$ cat src/verilog/rv32m_muldiv_pkg.sv
package rv32m_muldiv_pkg;

    // ========================================
    // Data types
    // ========================================

    // Operand and result word
    typedef logic [31:0] word_t;

    // RV32M operations in funct3 order
    // Top bit set marks the divide family
    typedef enum logic [2:0] {
        MUL    = 3'b000,
        MULH   = 3'b001,
        MULHSU = 3'b010,
        MULHU  = 3'b011,
        DIV    = 3'b100,
        DIVU   = 3'b101,
        REM    = 3'b110,
        REMU   = 3'b111
    } muldiv_op_e;

    // ========================================
    // Timing
    // ========================================

    // One load cycle plus 32 shift-subtract steps
    localparam int unsigned DIV_CYCLES = 33;

endpackage

$ cat src/verilog/muldiv_if.sv
`timescale 1ns/1ps

interface muldiv_if;

    // Request side
    logic                         start;
    rv32m_muldiv_pkg::muldiv_op_e op;
    rv32m_muldiv_pkg::word_t      operand_a;
    rv32m_muldiv_pkg::word_t      operand_b;

    // Result side, valid while done is high
    rv32m_muldiv_pkg::word_t      result;
    logic                         done;

    // Controller drives the request
    modport ctrl (
        output start, op, operand_a, operand_b,
        input  result, done
    );

    // Arithmetic unit returns the result
    modport unit (
        input  start, op, operand_a, operand_b,
        output result, done
    );

endinterface

$ cat src/verilog/mult_unit.sv
`timescale 1ns/1ps

module mult_unit #(
    parameter int MULT_LATENCY = 3
) (
    input  logic   clk_i,
    input  logic   rst_ni,
    muldiv_if.unit req
);

    // ========================================
    // Pipeline state
    // ========================================

    rv32m_muldiv_pkg::word_t      a_q;
    rv32m_muldiv_pkg::word_t      b_q;
    rv32m_muldiv_pkg::muldiv_op_e op_q [MULT_LATENCY];
    logic [MULT_LATENCY-1:0]      valid_q;
    logic [63:0]                  prod_d [MULT_LATENCY];

    // Sign-extended operands for the one shared multiplier
    logic                         a_signed;
    logic                         b_signed;
    logic signed [32:0]           a_ext;
    logic signed [32:0]           b_ext;
    logic signed [65:0]           prod_full;

    // Valid bit walks down the chain, one stage per cycle
    always_ff @(posedge clk_i or negedge rst_ni) begin
        if (!rst_ni) begin
            valid_q <= '0;
        end else begin
            valid_q[0] <= req.start;
            for (int i = 1; i < MULT_LATENCY; i++) begin
                valid_q[i] <= valid_q[i-1];
            end
        end
    end

    // Stage one captures operands, op travels with its item
    always_ff @(posedge clk_i) begin
        if (req.start) begin
            a_q     <= req.operand_a;
            b_q     <= req.operand_b;
            op_q[0] <= req.op;
        end
        for (int i = 1; i < MULT_LATENCY; i++) begin
            op_q[i] <= op_q[i-1];
        end
    end

    // MULHU is unsigned on both sides, MULHSU only on b
    // Low half of MUL is the same for any signedness
    assign a_signed  = (op_q[0] != rv32m_muldiv_pkg::MULHU);
    assign b_signed  = (op_q[0] == rv32m_muldiv_pkg::MUL) || (op_q[0] == rv32m_muldiv_pkg::MULH);
    assign a_ext     = {a_signed & a_q[31], a_q};
    assign b_ext     = {b_signed & b_q[31], b_q};
    assign prod_full = a_ext * b_ext;
    assign prod_d[0] = prod_full[63:0];

    // Product registers for the remaining stages
    for (genvar g = 1; g < MULT_LATENCY; g++) begin : g_stage
        logic [63:0] prod_q;

        always_ff @(posedge clk_i) begin
            prod_q <= prod_d[g-1];
        end

        assign prod_d[g] = prod_q;
    end

    // ========================================
    // Last stage half select
    // ========================================

    assign req.result = (op_q[MULT_LATENCY-1] == rv32m_muldiv_pkg::MUL) ?
                        prod_d[MULT_LATENCY-1][31:0] : prod_d[MULT_LATENCY-1][63:32];
    assign req.done   = valid_q[MULT_LATENCY-1];

    // Controller must only steer multiplies here
    start_is_mul: assert property (@(posedge clk_i) disable iff (!rst_ni)
        req.start |-> !req.op[2]);

    // Fixed latency from sample edge to done
    done_latency: assert property (@(posedge clk_i) disable iff (!rst_ni)
        req.start |-> ##MULT_LATENCY req.done);

endmodule

$ cat src/verilog/div_unit.sv
`timescale 1ns/1ps

module div_unit (
    input  logic   clk_i,
    input  logic   rst_ni,
    muldiv_if.unit req
);

    typedef enum logic [1:0] {
        IDLE,
        CALC,
        DONE
    } state_e;

    // Count value of the final iteration
    localparam logic [4:0] LAST_STEP = 5'(rv32m_muldiv_pkg::DIV_CYCLES - 2);

    // ========================================
    // Control state
    // ========================================

    state_e                       state_q;
    logic [4:0]                   cnt_q;

    // Operation payload
    rv32m_muldiv_pkg::muldiv_op_e op_q;
    rv32m_muldiv_pkg::word_t      dividend_q;
    rv32m_muldiv_pkg::word_t      divisor_q;
    rv32m_muldiv_pkg::word_t      quot_q;
    rv32m_muldiv_pkg::word_t      rem_q;
    logic                         neg_quot_q;
    logic                         neg_rem_q;
    logic                         div_zero_q;
    logic                         overflow_q;

    // Input decode and iteration datapath
    logic                         is_signed;
    logic                         a_neg;
    logic                         b_neg;
    logic [32:0]                  rem_shift;
    logic                         rem_fits;
    rv32m_muldiv_pkg::word_t      quot_out;
    rv32m_muldiv_pkg::word_t      rem_out;

    // DIV and REM have bit 0 clear
    assign is_signed = !req.op[0];
    assign a_neg     = is_signed & req.operand_a[31];
    assign b_neg     = is_signed & req.operand_b[31];

    // Restoring step on the shifted partial remainder
    assign rem_shift = {rem_q, quot_q[31]};
    assign rem_fits  = (rem_shift >= {1'b0, divisor_q});

    always_ff @(posedge clk_i or negedge rst_ni) begin
        if (!rst_ni) begin
            state_q <= IDLE;
            cnt_q   <= '0;
        end else begin
            case (state_q)
                IDLE: begin
                    if (req.start) begin
                        state_q <= CALC;
                        cnt_q   <= '0;
                    end
                end
                CALC: begin
                    if (cnt_q == LAST_STEP) begin
                        state_q <= DONE;
                    end
                    cnt_q <= cnt_q + 5'd1;
                end
                DONE:    state_q <= IDLE;
                default: state_q <= IDLE;
            endcase
        end
    end

    // ========================================
    // Load and shift-subtract
    // ========================================

    always_ff @(posedge clk_i) begin
        if ((state_q == IDLE) && req.start) begin
            op_q       <= req.op;
            dividend_q <= req.operand_a;
            divisor_q  <= b_neg ? -req.operand_b : req.operand_b;
            quot_q     <= a_neg ? -req.operand_a : req.operand_a;
            rem_q      <= '0;
            neg_quot_q <= a_neg ^ b_neg;
            neg_rem_q  <= a_neg;
            div_zero_q <= (req.operand_b == '0);
            overflow_q <= is_signed && (req.operand_a == 32'h8000_0000) && (req.operand_b == '1);
        end else if (state_q == CALC) begin
            quot_q <= {quot_q[30:0], rem_fits};
            rem_q  <= rem_fits ? 32'(rem_shift - {1'b0, divisor_q}) : rem_shift[31:0];
        end
    end

    // Sign fix-up, then RISC-V special values override
    always_comb begin
        quot_out = neg_quot_q ? -quot_q : quot_q;
        rem_out  = neg_rem_q ? -rem_q : rem_q;
        if (div_zero_q) begin
            quot_out = '1;
            rem_out  = dividend_q;
        end else if (overflow_q) begin
            quot_out = dividend_q;
            rem_out  = '0;
        end
    end

    // REM and REMU have bit 1 set
    assign req.result = op_q[1] ? rem_out : quot_out;
    assign req.done   = (state_q == DONE);

    // Busy logic upstream keeps starts away from a running divide
    start_when_idle: assert property (@(posedge clk_i) disable iff (!rst_ni)
        req.start |-> (state_q == IDLE));

endmodule

$ cat src/verilog/muldiv_ctrl.sv
`timescale 1ns/1ps

module muldiv_ctrl #(
    parameter int MULT_LATENCY = 3
) (
    input  logic                         clk_i,
    input  logic                         rst_ni,
    input  logic                         start_i,
    input  rv32m_muldiv_pkg::muldiv_op_e op_i,
    input  rv32m_muldiv_pkg::word_t      operand_a_i,
    input  rv32m_muldiv_pkg::word_t      operand_b_i,
    output rv32m_muldiv_pkg::word_t      result_o,
    output logic                         done_o,
    output logic                         busy_o,
    muldiv_if.ctrl                       mul,
    muldiv_if.ctrl                       div
);

    // Wide enough to count MULT_LATENCY items
    localparam int CNT_W = $clog2(MULT_LATENCY + 1);

    logic [CNT_W-1:0] mul_cnt_q;
    logic             div_run_q;
    logic             is_div;
    logic             accept;

    // ========================================
    // Dispatch
    // ========================================

    assign is_div = op_i[2];

    // Divide waits for the multiplier to drain, keeps issue order
    assign busy_o = div_run_q | (is_div & (mul_cnt_q != '0));
    assign accept = start_i & ~busy_o;

    assign mul.start     = accept & ~is_div;
    assign mul.op        = op_i;
    assign mul.operand_a = operand_a_i;
    assign mul.operand_b = operand_b_i;

    assign div.start     = accept & is_div;
    assign div.op        = op_i;
    assign div.operand_a = operand_a_i;
    assign div.operand_b = operand_b_i;

    // Multiplies in flight and divider running flag
    always_ff @(posedge clk_i or negedge rst_ni) begin
        if (!rst_ni) begin
            mul_cnt_q <= '0;
            div_run_q <= 1'b0;
        end else begin
            mul_cnt_q <= mul_cnt_q + CNT_W'(mul.start) - CNT_W'(mul.done);
            if (div.start) begin
                div_run_q <= 1'b1;
            end else if (div.done) begin
                div_run_q <= 1'b0;
            end
        end
    end

    // ========================================
    // Result merge
    // ========================================

    always_comb begin
        done_o = mul.done | div.done;
        if (mul.done) begin
            result_o = mul.result;
        end else if (div.done) begin
            result_o = div.result;
        end else begin
            result_o = '0;
        end
    end

    // Ordering rule means the units never finish together
    one_done: assert property (@(posedge clk_i) disable iff (!rst_ni)
        !(mul.done && div.done));

    start_while_busy: assert property (@(posedge clk_i) disable iff (!rst_ni)
        start_i |-> !busy_o) else $error("start_i while busy_o, request dropped");

endmodule

$ cat src/verilog/rv32m_muldiv_top.sv
`timescale 1ns/1ps

module rv32m_muldiv_top #(
    parameter int MULT_LATENCY = 3
) (
    input  logic                         clk_i,
    input  logic                         rst_ni,
    input  logic                         start_i,
    input  rv32m_muldiv_pkg::muldiv_op_e op_i,
    input  rv32m_muldiv_pkg::word_t      operand_a_i,
    input  rv32m_muldiv_pkg::word_t      operand_b_i,
    output rv32m_muldiv_pkg::word_t      result_o,
    output logic                         done_o,
    output logic                         busy_o
);

    // One request channel per arithmetic unit
    muldiv_if mul_if_i ();
    muldiv_if div_if_i ();

    // Routing, ordering and result merge
    muldiv_ctrl #(
        .MULT_LATENCY(MULT_LATENCY)
    ) muldiv_ctrl_i (
        .clk_i      (clk_i),
        .rst_ni     (rst_ni),
        .start_i    (start_i),
        .op_i       (op_i),
        .operand_a_i(operand_a_i),
        .operand_b_i(operand_b_i),
        .result_o   (result_o),
        .done_o     (done_o),
        .busy_o     (busy_o),
        .mul        (mul_if_i.ctrl),
        .div        (div_if_i.ctrl)
    );

    // Pipelined multiplier
    mult_unit #(
        .MULT_LATENCY(MULT_LATENCY)
    ) mult_unit_i (
        .clk_i (clk_i),
        .rst_ni(rst_ni),
        .req   (mul_if_i.unit)
    );

    // Iterative divider
    div_unit div_unit_i (
        .clk_i (clk_i),
        .rst_ni(rst_ni),
        .req   (div_if_i.unit)
    );

endmodule

$ cat config.mk
export PLATFORM = sky130hd
export DESIGN_NAME = rv32m_muldiv_top
export DESIGN_NICKNAME = d
export VERILOG_FILES = /design/src/verilog/rv32m_muldiv_pkg.sv /design/src/verilog/muldiv_if.sv /design/src/verilog/mult_unit.sv /design/src/verilog/div_unit.sv /design/src/verilog/muldiv_ctrl.sv /design/src/verilog/rv32m_muldiv_top.sv
export SDC_FILE = /design/constraint.sdc
export NUM_CORES = 2
export LEC_CHECK = 0
export BUFFER_PORTS_ARGS = -buffer_cell sky130_fd_sc_hd__buf_4
export CAP_MARGIN = 30
export CORE_MARGIN = 1.5
export CORE_UTILIZATION = 45
export DETAILED_ROUTE_END_ITERATION = 16
export SYNTH_ARGS = -nofsm -noshare
export SYNTH_HDL_FRONTEND = slang
export SYNTH_SLANG_ARGS = --single-unit
$ cat constraint.sdc
create_clock -name clk_i -period 11.55 [get_ports clk_i]
set_input_delay 2.31 -clock clk_i [delete_from_list [all_inputs] [get_ports clk_i]]
set_output_delay 2.31 -clock clk_i [all_outputs]
set_load 0.01 [all_outputs]
# Word-level counts from Yosys, hierarchy flattened
# Memories as Yosys holds them, arrays and structs flattened.
# Index checks and enable logic that the tools add are counted.
[totals]
regBits = 339
elab_cells = 90
ram_bits = 9
memories = 1
output_inout_bits = 34
input_bits = 70
[memory_table]
columns = ["memory", "depth", "width", "read_ports", "rd_clocked_by_memory_dff", "wr", "line_no", "rtl"]
rows = [
  ["mult_unit_i.op_q", 3, 3, 3, 0, 3, "mult_unit.sv:17", "rv32m_muldiv_pkg::muldiv_op_e op_q [MULT_LATENCY];"],
]
[classes]
muxes = 24
eq_ne = 9
n_mul = 1
n_addsub = 8
bitwise = 13
n_reduce_logical = 15
n_lt_le_gt_ge = 1
[op_table]
columns = ["operator", "count"]
rows = [
  ["2-to-1 mux 32 bit", 15],
  ["negation 32 bit", 4],
  ["equality test 32 bit (second input constant)", 2],
  ["multiplier 33 x 33 -> 64 bit", 1],
  [">= comparator 33 x 32 -> 1 bit", 1],
  ["logical NOT 32 bit", 1],
  ["subtractor 32 bit", 1],
  ["one-hot mux 5 bit (2 select lines)", 1],
  ["bitwise AND 1 bit", 8],
  ["nonzero test 2 bit", 4],
  ["logical NOT 3 bit", 2],
  ["adder 5 x 1 -> 5 bit (second input constant)", 1],
  ["equality test 5 bit (second input constant)", 1],
  ["2-to-1 mux 5 bit", 1],
  ["2-to-1 mux 1 bit", 4],
  ["2-to-1 mux 2 bit", 2],
  ["inequality test 2 x 1 -> 1 bit (second input constant)", 2],
  ["one-hot mux 2 bit (2 select lines)", 1],
  ["AND reduction 2 bit", 2],
  ["equality test 3 x 1 -> 1 bit (second input constant)", 1],
  ["logical AND 1 bit", 3],
  ["inequality test 3 x 2 -> 1 bit (second input constant)", 1],
  ["adder 2 x 1 -> 2 bit", 1],
  ["equality test 2 x 1 -> 1 bit (second input constant)", 1],
  ["other kinds (8)", 10],
]

# Longest topological paths before layout
[depth]
word_depth = 8
ltp_mapped = 30
ltp_nobuf = 28

# Hierarchy
# A second synthesis with hierarchy kept.
[unflattened]
cells_unflattened = 5917
area_unflattened_um2 = 55394.4
[modules_own_cells]
columns = ["module", "cells_per_inst", "area_each_um2", "seq_area_each_um2", "instances"]
rows = [
  ["mult_unit", 4517, 43311.5, 4769.6, 1],
  ["div_unit", 1206, 10546.4, 3848.7, 1],
  ["muldiv_ctrl", 194, 1536.5, 75.1, 1],
]

# Worst setup path after synthesis
# OpenSTA, ideal clock, no wires.
[synth_path]
kind = "reg-to-reg"
from = "register mult_unit_i.a_q[31]"
to = "register mult_unit_i.g_stage[1].prod_q[62]"
path_buffers = 2
stages_incl_launch_ff = 29
setup_time_ps = 79
synth_period_minus_slack_ps = 8151
required_time_ps = 11471
t_arrival_ps = 8072
path_slack_ps = 3399
path_cell_list = "edfxtp_1 inv_1 a31oi_1 clkbuf_1 nand2_1 fa_1 fa_1 inv_1 fa_1 inv_1 fa_1 inv_1 fa_1 fa_1 fa_1 inv_1 fa_1 inv_1 ha_1 clkbuf_1 a21oi_1 o21ai_0 a21o_1 a21oi_1 nor2_1 a211oi_1 o21ai_0 o21a_1 o211ai_1"
[synth_via]
elab_chain_len = 2
[synth_lines]
columns = ["element", "line_no", "rtl"]
rows = [
  ["start, declared", "mult_unit.sv:15", "rv32m_muldiv_pkg::word_t a_q;"],
  ["start signal, assigned", "mult_unit.sv:43", "a_q <= req.operand_a;"],
  ["bitwise AND 1 bit", "mult_unit.sv:56", "assign a_ext = {a_signed & a_q[31], a_q};"],
  ["multiplier 33 x 33 -> 64 bit *", "mult_unit.sv:58", "assign prod_full = a_ext * b_ext;"],
  ["net mult_unit_i.prod_full[62]", "mult_unit.sv:26", "logic signed [65:0] prod_full;"],
  ["end signal, assigned", "mult_unit.sv:66", "prod_q <= prod_d[g-1];"],
  ["end, declared", "mult_unit.sv:63", "logic [63:0] prod_q;"],
]
# The timed path passes the listed nets; every way through them passes the cells marked *.
# A chain may end at the register's enable or synchronous reset.

# Final worst setup path
[layout_path]
from = "register mult_unit_i.a_q[31]"
to = "register mult_unit_i.g_stage[1].prod_q[57]"
# The elaborated chain is that of the path after synthesis.

==> results.ini <==
[cts]
clockBufferDepth = 3
path_clk_slew_ns = 0.06
cts_hold_buf = 0
cts.sinks = 347
cts-root-buf = clkbuf_16
ctsResizeCount = 0
cts_buffers = 42
cts_max_level = 2
post_cts_buffers = 0
clock_latency_ns = 0.59
cts_tree = yes

[timing]
grt_setup_unrepaired = false
period_share = 0.848
clock.fmax_mhz = 102
fin_skew_ns = 0.0259
slew_headroom = 0.295
hold_viol = 0
worst_pin_slew_ns = 1.06
setup_violations = 0
tns_ns = 0
period_needed_ns = 9.79
maxSlewViolCount = 0

[route]
viasPerCell = 5.45
ant_nets = 0
via_count = 39382
wl_per_cell_um = 22.4
drtPass1Iterations = 10
initialDrtViolationCount = 2877
wl_um = 162000
post-route-drc-count = 0

[yosys]
synth_edf_count = 168
yosys_warnings = 0
syn-mean-instance-area_um2 = 9.44
async_flop_share = 0.0375
ys.flop_type = edfxtp_1
syn_nets = 7145
ys_seq_area_frac = 0.162
netlist_area_mm2 = 0.0538
synth_cell_types = 87
ys_ff_latch = 347
synthCells = 5696

[worst_setup_path]
cp_top_family = adder cells
criticalPathCategory = flop to flop
rr_startpoint = mult_unit_i.a_q[31]
worst-path-buf-inv = 7
max_stage_delay_ns = 1.08
cp_slowest_cell = fa_1
reg2reg_to = mult_unit_i.g_stage[1].prod_q[57]
endpoint_kind = flop
start_kind = flop
required_ns = 12.05
reg2reg_depth = 26
crit_arrival_ns = 10.29
worstPathMaxFanout = 33
reg2reg_slack_ns = 1.76
path_common_cell = fa_1

[cells_and_area]
final_common_cell = inv_1
multi_input_area_mm2 = 0.0394
design_area_mm2 = 0.0576
final-seq-area_mm2 = 0.00869
drive_gt1_frac = 0.0579
nNetsFinal = 7096
areaGrowthSynthToFinish_pct = 7.16
final_cell_mix = inv_1 (1248), fa_1 (1126), nand2_1 (901)
fillers = 11105

[grt]
track_usage = 0.273
grt_pass1_vias = 41372
grt_max_degree = 78
grt_overflow = 0
grt_pass1_wl_um = 250000
antenna_found_initial = 7

[floorplanning]
die_h_um = 349
std_cell_rows = 126
initial_core_util = 0.455
die_x_um = 349
ioPinCount = 104
core_mm2 = 0.118
die_area_mm2 = 0.122

[worst_hold_path]
min_path_type = flop to flop
hp-start = mult_unit_i.g_stage[1].prod_q[19]
hold_depth = 0
hold_path_end = mult_unit_i.g_stage[2].prod_q[19]

[job]
cap_violations = 0

[place]
numPortBuffers = 103
dpl-instance-area_mm2 = 0.0562
hpwl_um = 127000
gp_congestion = 0.924

[run_status]
status = finished clean

## worst max path at each step
stage                                   start                                 to  slack, ns  depth (start not counted)
after global routing      mult_unit_i.a_q[31]  mult_unit_i.g_stage[1].prod_q[62]       1.01                         27
final                     mult_unit_i.a_q[31]  mult_unit_i.g_stage[1].prod_q[57]       1.76                         26
after CTS                 mult_unit_i.a_q[31]  mult_unit_i.g_stage[1].prod_q[62]       1.69                         27
after global placement    mult_unit_i.a_q[31]  mult_unit_i.g_stage[1].prod_q[60]       1.86                         27
after floorplan           mult_unit_i.a_q[31]  mult_unit_i.g_stage[1].prod_q[62]       3.40                         28
after detailed placement  mult_unit_i.a_q[31]  mult_unit_i.g_stage[1].prod_q[60]       1.72                         27
## area by class of cell
| class | instances | area share |
|---|---|---|
| multi-input combinational | 3814 | 0.683 |
| sequential | 347 | 0.151 |
| inverter | 1251 | 0.0815 |
| tap | 1536 | 0.0333 |
| timing repair buffer | 191 | 0.0270 |
| clock buffer | 51 | 0.0196 |
| clock inverter | 27 | 0.00495 |
| antenna | 3 | 0.000130 |
## worst reg2reg max path: stages (launching register included)
cell and delay [ns]:
edfxtp_1 0.32, buf_4 0.34, inv_1 0.17, a31oi_4 0.75, nand2_1 0.28, fa_1 0.59
fa_1 0.51, inv_1 0.07, fa_1 0.79, inv_1 0.28, fa_1 1.08, inv_1 0.30
fa_1 0.52, fa_1 0.51, fa_1 0.49, inv_1 0.05, fa_1 0.48, inv_1 0.04
ha_1 0.40, a21o_1 0.15, a21oi_1 0.09, nand4_1 0.09, a21oi_1 0.08, o31ai_1 0.65
a21boi_0 0.27, o21ai_0 0.25, xor2_1 0.18
## flip-flops by register name, summed over array words and instances (netlist names)
name	cells
div_unit_i.quot_q	32
div_unit_i.div_zero_q	1
div_unit_i.state_q	2
div_unit_i.op_q	1
mult_unit_i.valid_q	3
mult_unit_i.g_stage.prod_q	128
mult_unit_i.op_q	9
div_unit_i.divisor_q	32
mult_unit_i.b_q	32
muldiv_ctrl_i.mul_cnt_q	2
div_unit_i.dividend_q	32
div_unit_i.cnt_q	5
div_unit_i.rem_q	32
div_unit_i.neg_quot_q	1
div_unit_i.overflow_q	1
muldiv_ctrl_i.div_run_q	1
div_unit_i.neg_rem_q	1
mult_unit_i.a_q	32
## synth_stat cells, drive strengths merged (9+ instances only)
library cell | n | area share
a21o | 38 | 0.0053
a211oi | 11 | 0.0015
mux2i | 26 | 0.0048
nand2 | 901 | 0.063
or4 | 9 | 0.0013
a31oi | 13 | 0.0015
edfxtp | 168 | 0.094
nand4 | 31 | 0.0037
dfxtp | 166 | 0.062
o22ai | 20 | 0.0023
or3 | 17 | 0.0021
o21ai | 174 | 0.016
clkbuf | 269 | 0.019
and3 | 19 | 0.0022
ha | 253 | 0.059
xor2 | 117 | 0.019
buf | 15 | 0.0013
a222oi | 15 | 0.0028
o21bai | 13 | 0.0018
nor3 | 36 | 0.0033
nand3 | 32 | 0.0030
nor2b | 13 | 0.0015
nand2b | 36 | 0.0042
inv | 1250 | 0.087
a21oi | 123 | 0.012
mux2 | 31 | 0.0065
dfrtp | 13 | 0.0060
nor2 | 129 | 0.0090
a221o | 11 | 0.0020
o211ai | 10 | 0.0014
nor4 | 19 | 0.0028
o21a | 21 | 0.0029
fa | 1126 | 0.42
and2 | 322 | 0.037
xnor2 | 102 | 0.017
o41ai | 14 | 0.0023
o31ai | 34 | 0.0050
or2 | 11 | 0.0013
## per-layer routing
layer / wire length, um / vias up / global-route usage
met2: 80200 / 1462 / 0.470
met1: 62400 / 20370 / 0.340
met3: 11500 / 377 / 0.0438
met5: 34 / - / 0
li1: - / 17169 / -
met4: 7720 / 4 / 0.116
## stage by stage
step / util / setup slack (ns) / hold slack [ns] / instances
after floorplan: - / 3.40 / 0.310 / 5696
after global placement: 0.474 / 1.86 / 0.310 / 7133
after detailed placement: 0.475 / 1.72 / 0.312 / 7137
after CTS: 0.487 / 1.69 / 0.324 / 7215
after global routing: 0.487 / 1.01 / 0.327 / 7217
final: 0.488 / 1.76 / 0.313 / 7220
## cells by family after synthesis
family,share of synthesized area
AOI/OAI and AO/OA,0.0690
DFF,0.162
adders and majority gates,0.478
xor gates and xnor gates,0.0357
buffers and inverters,0.107
muxes,0.0113
and+or+nand+nor,0.137
Power is left out: the tool's default activity adds up to more than one toggle a clock period on the data nets, which glitch-free logic cannot reach.
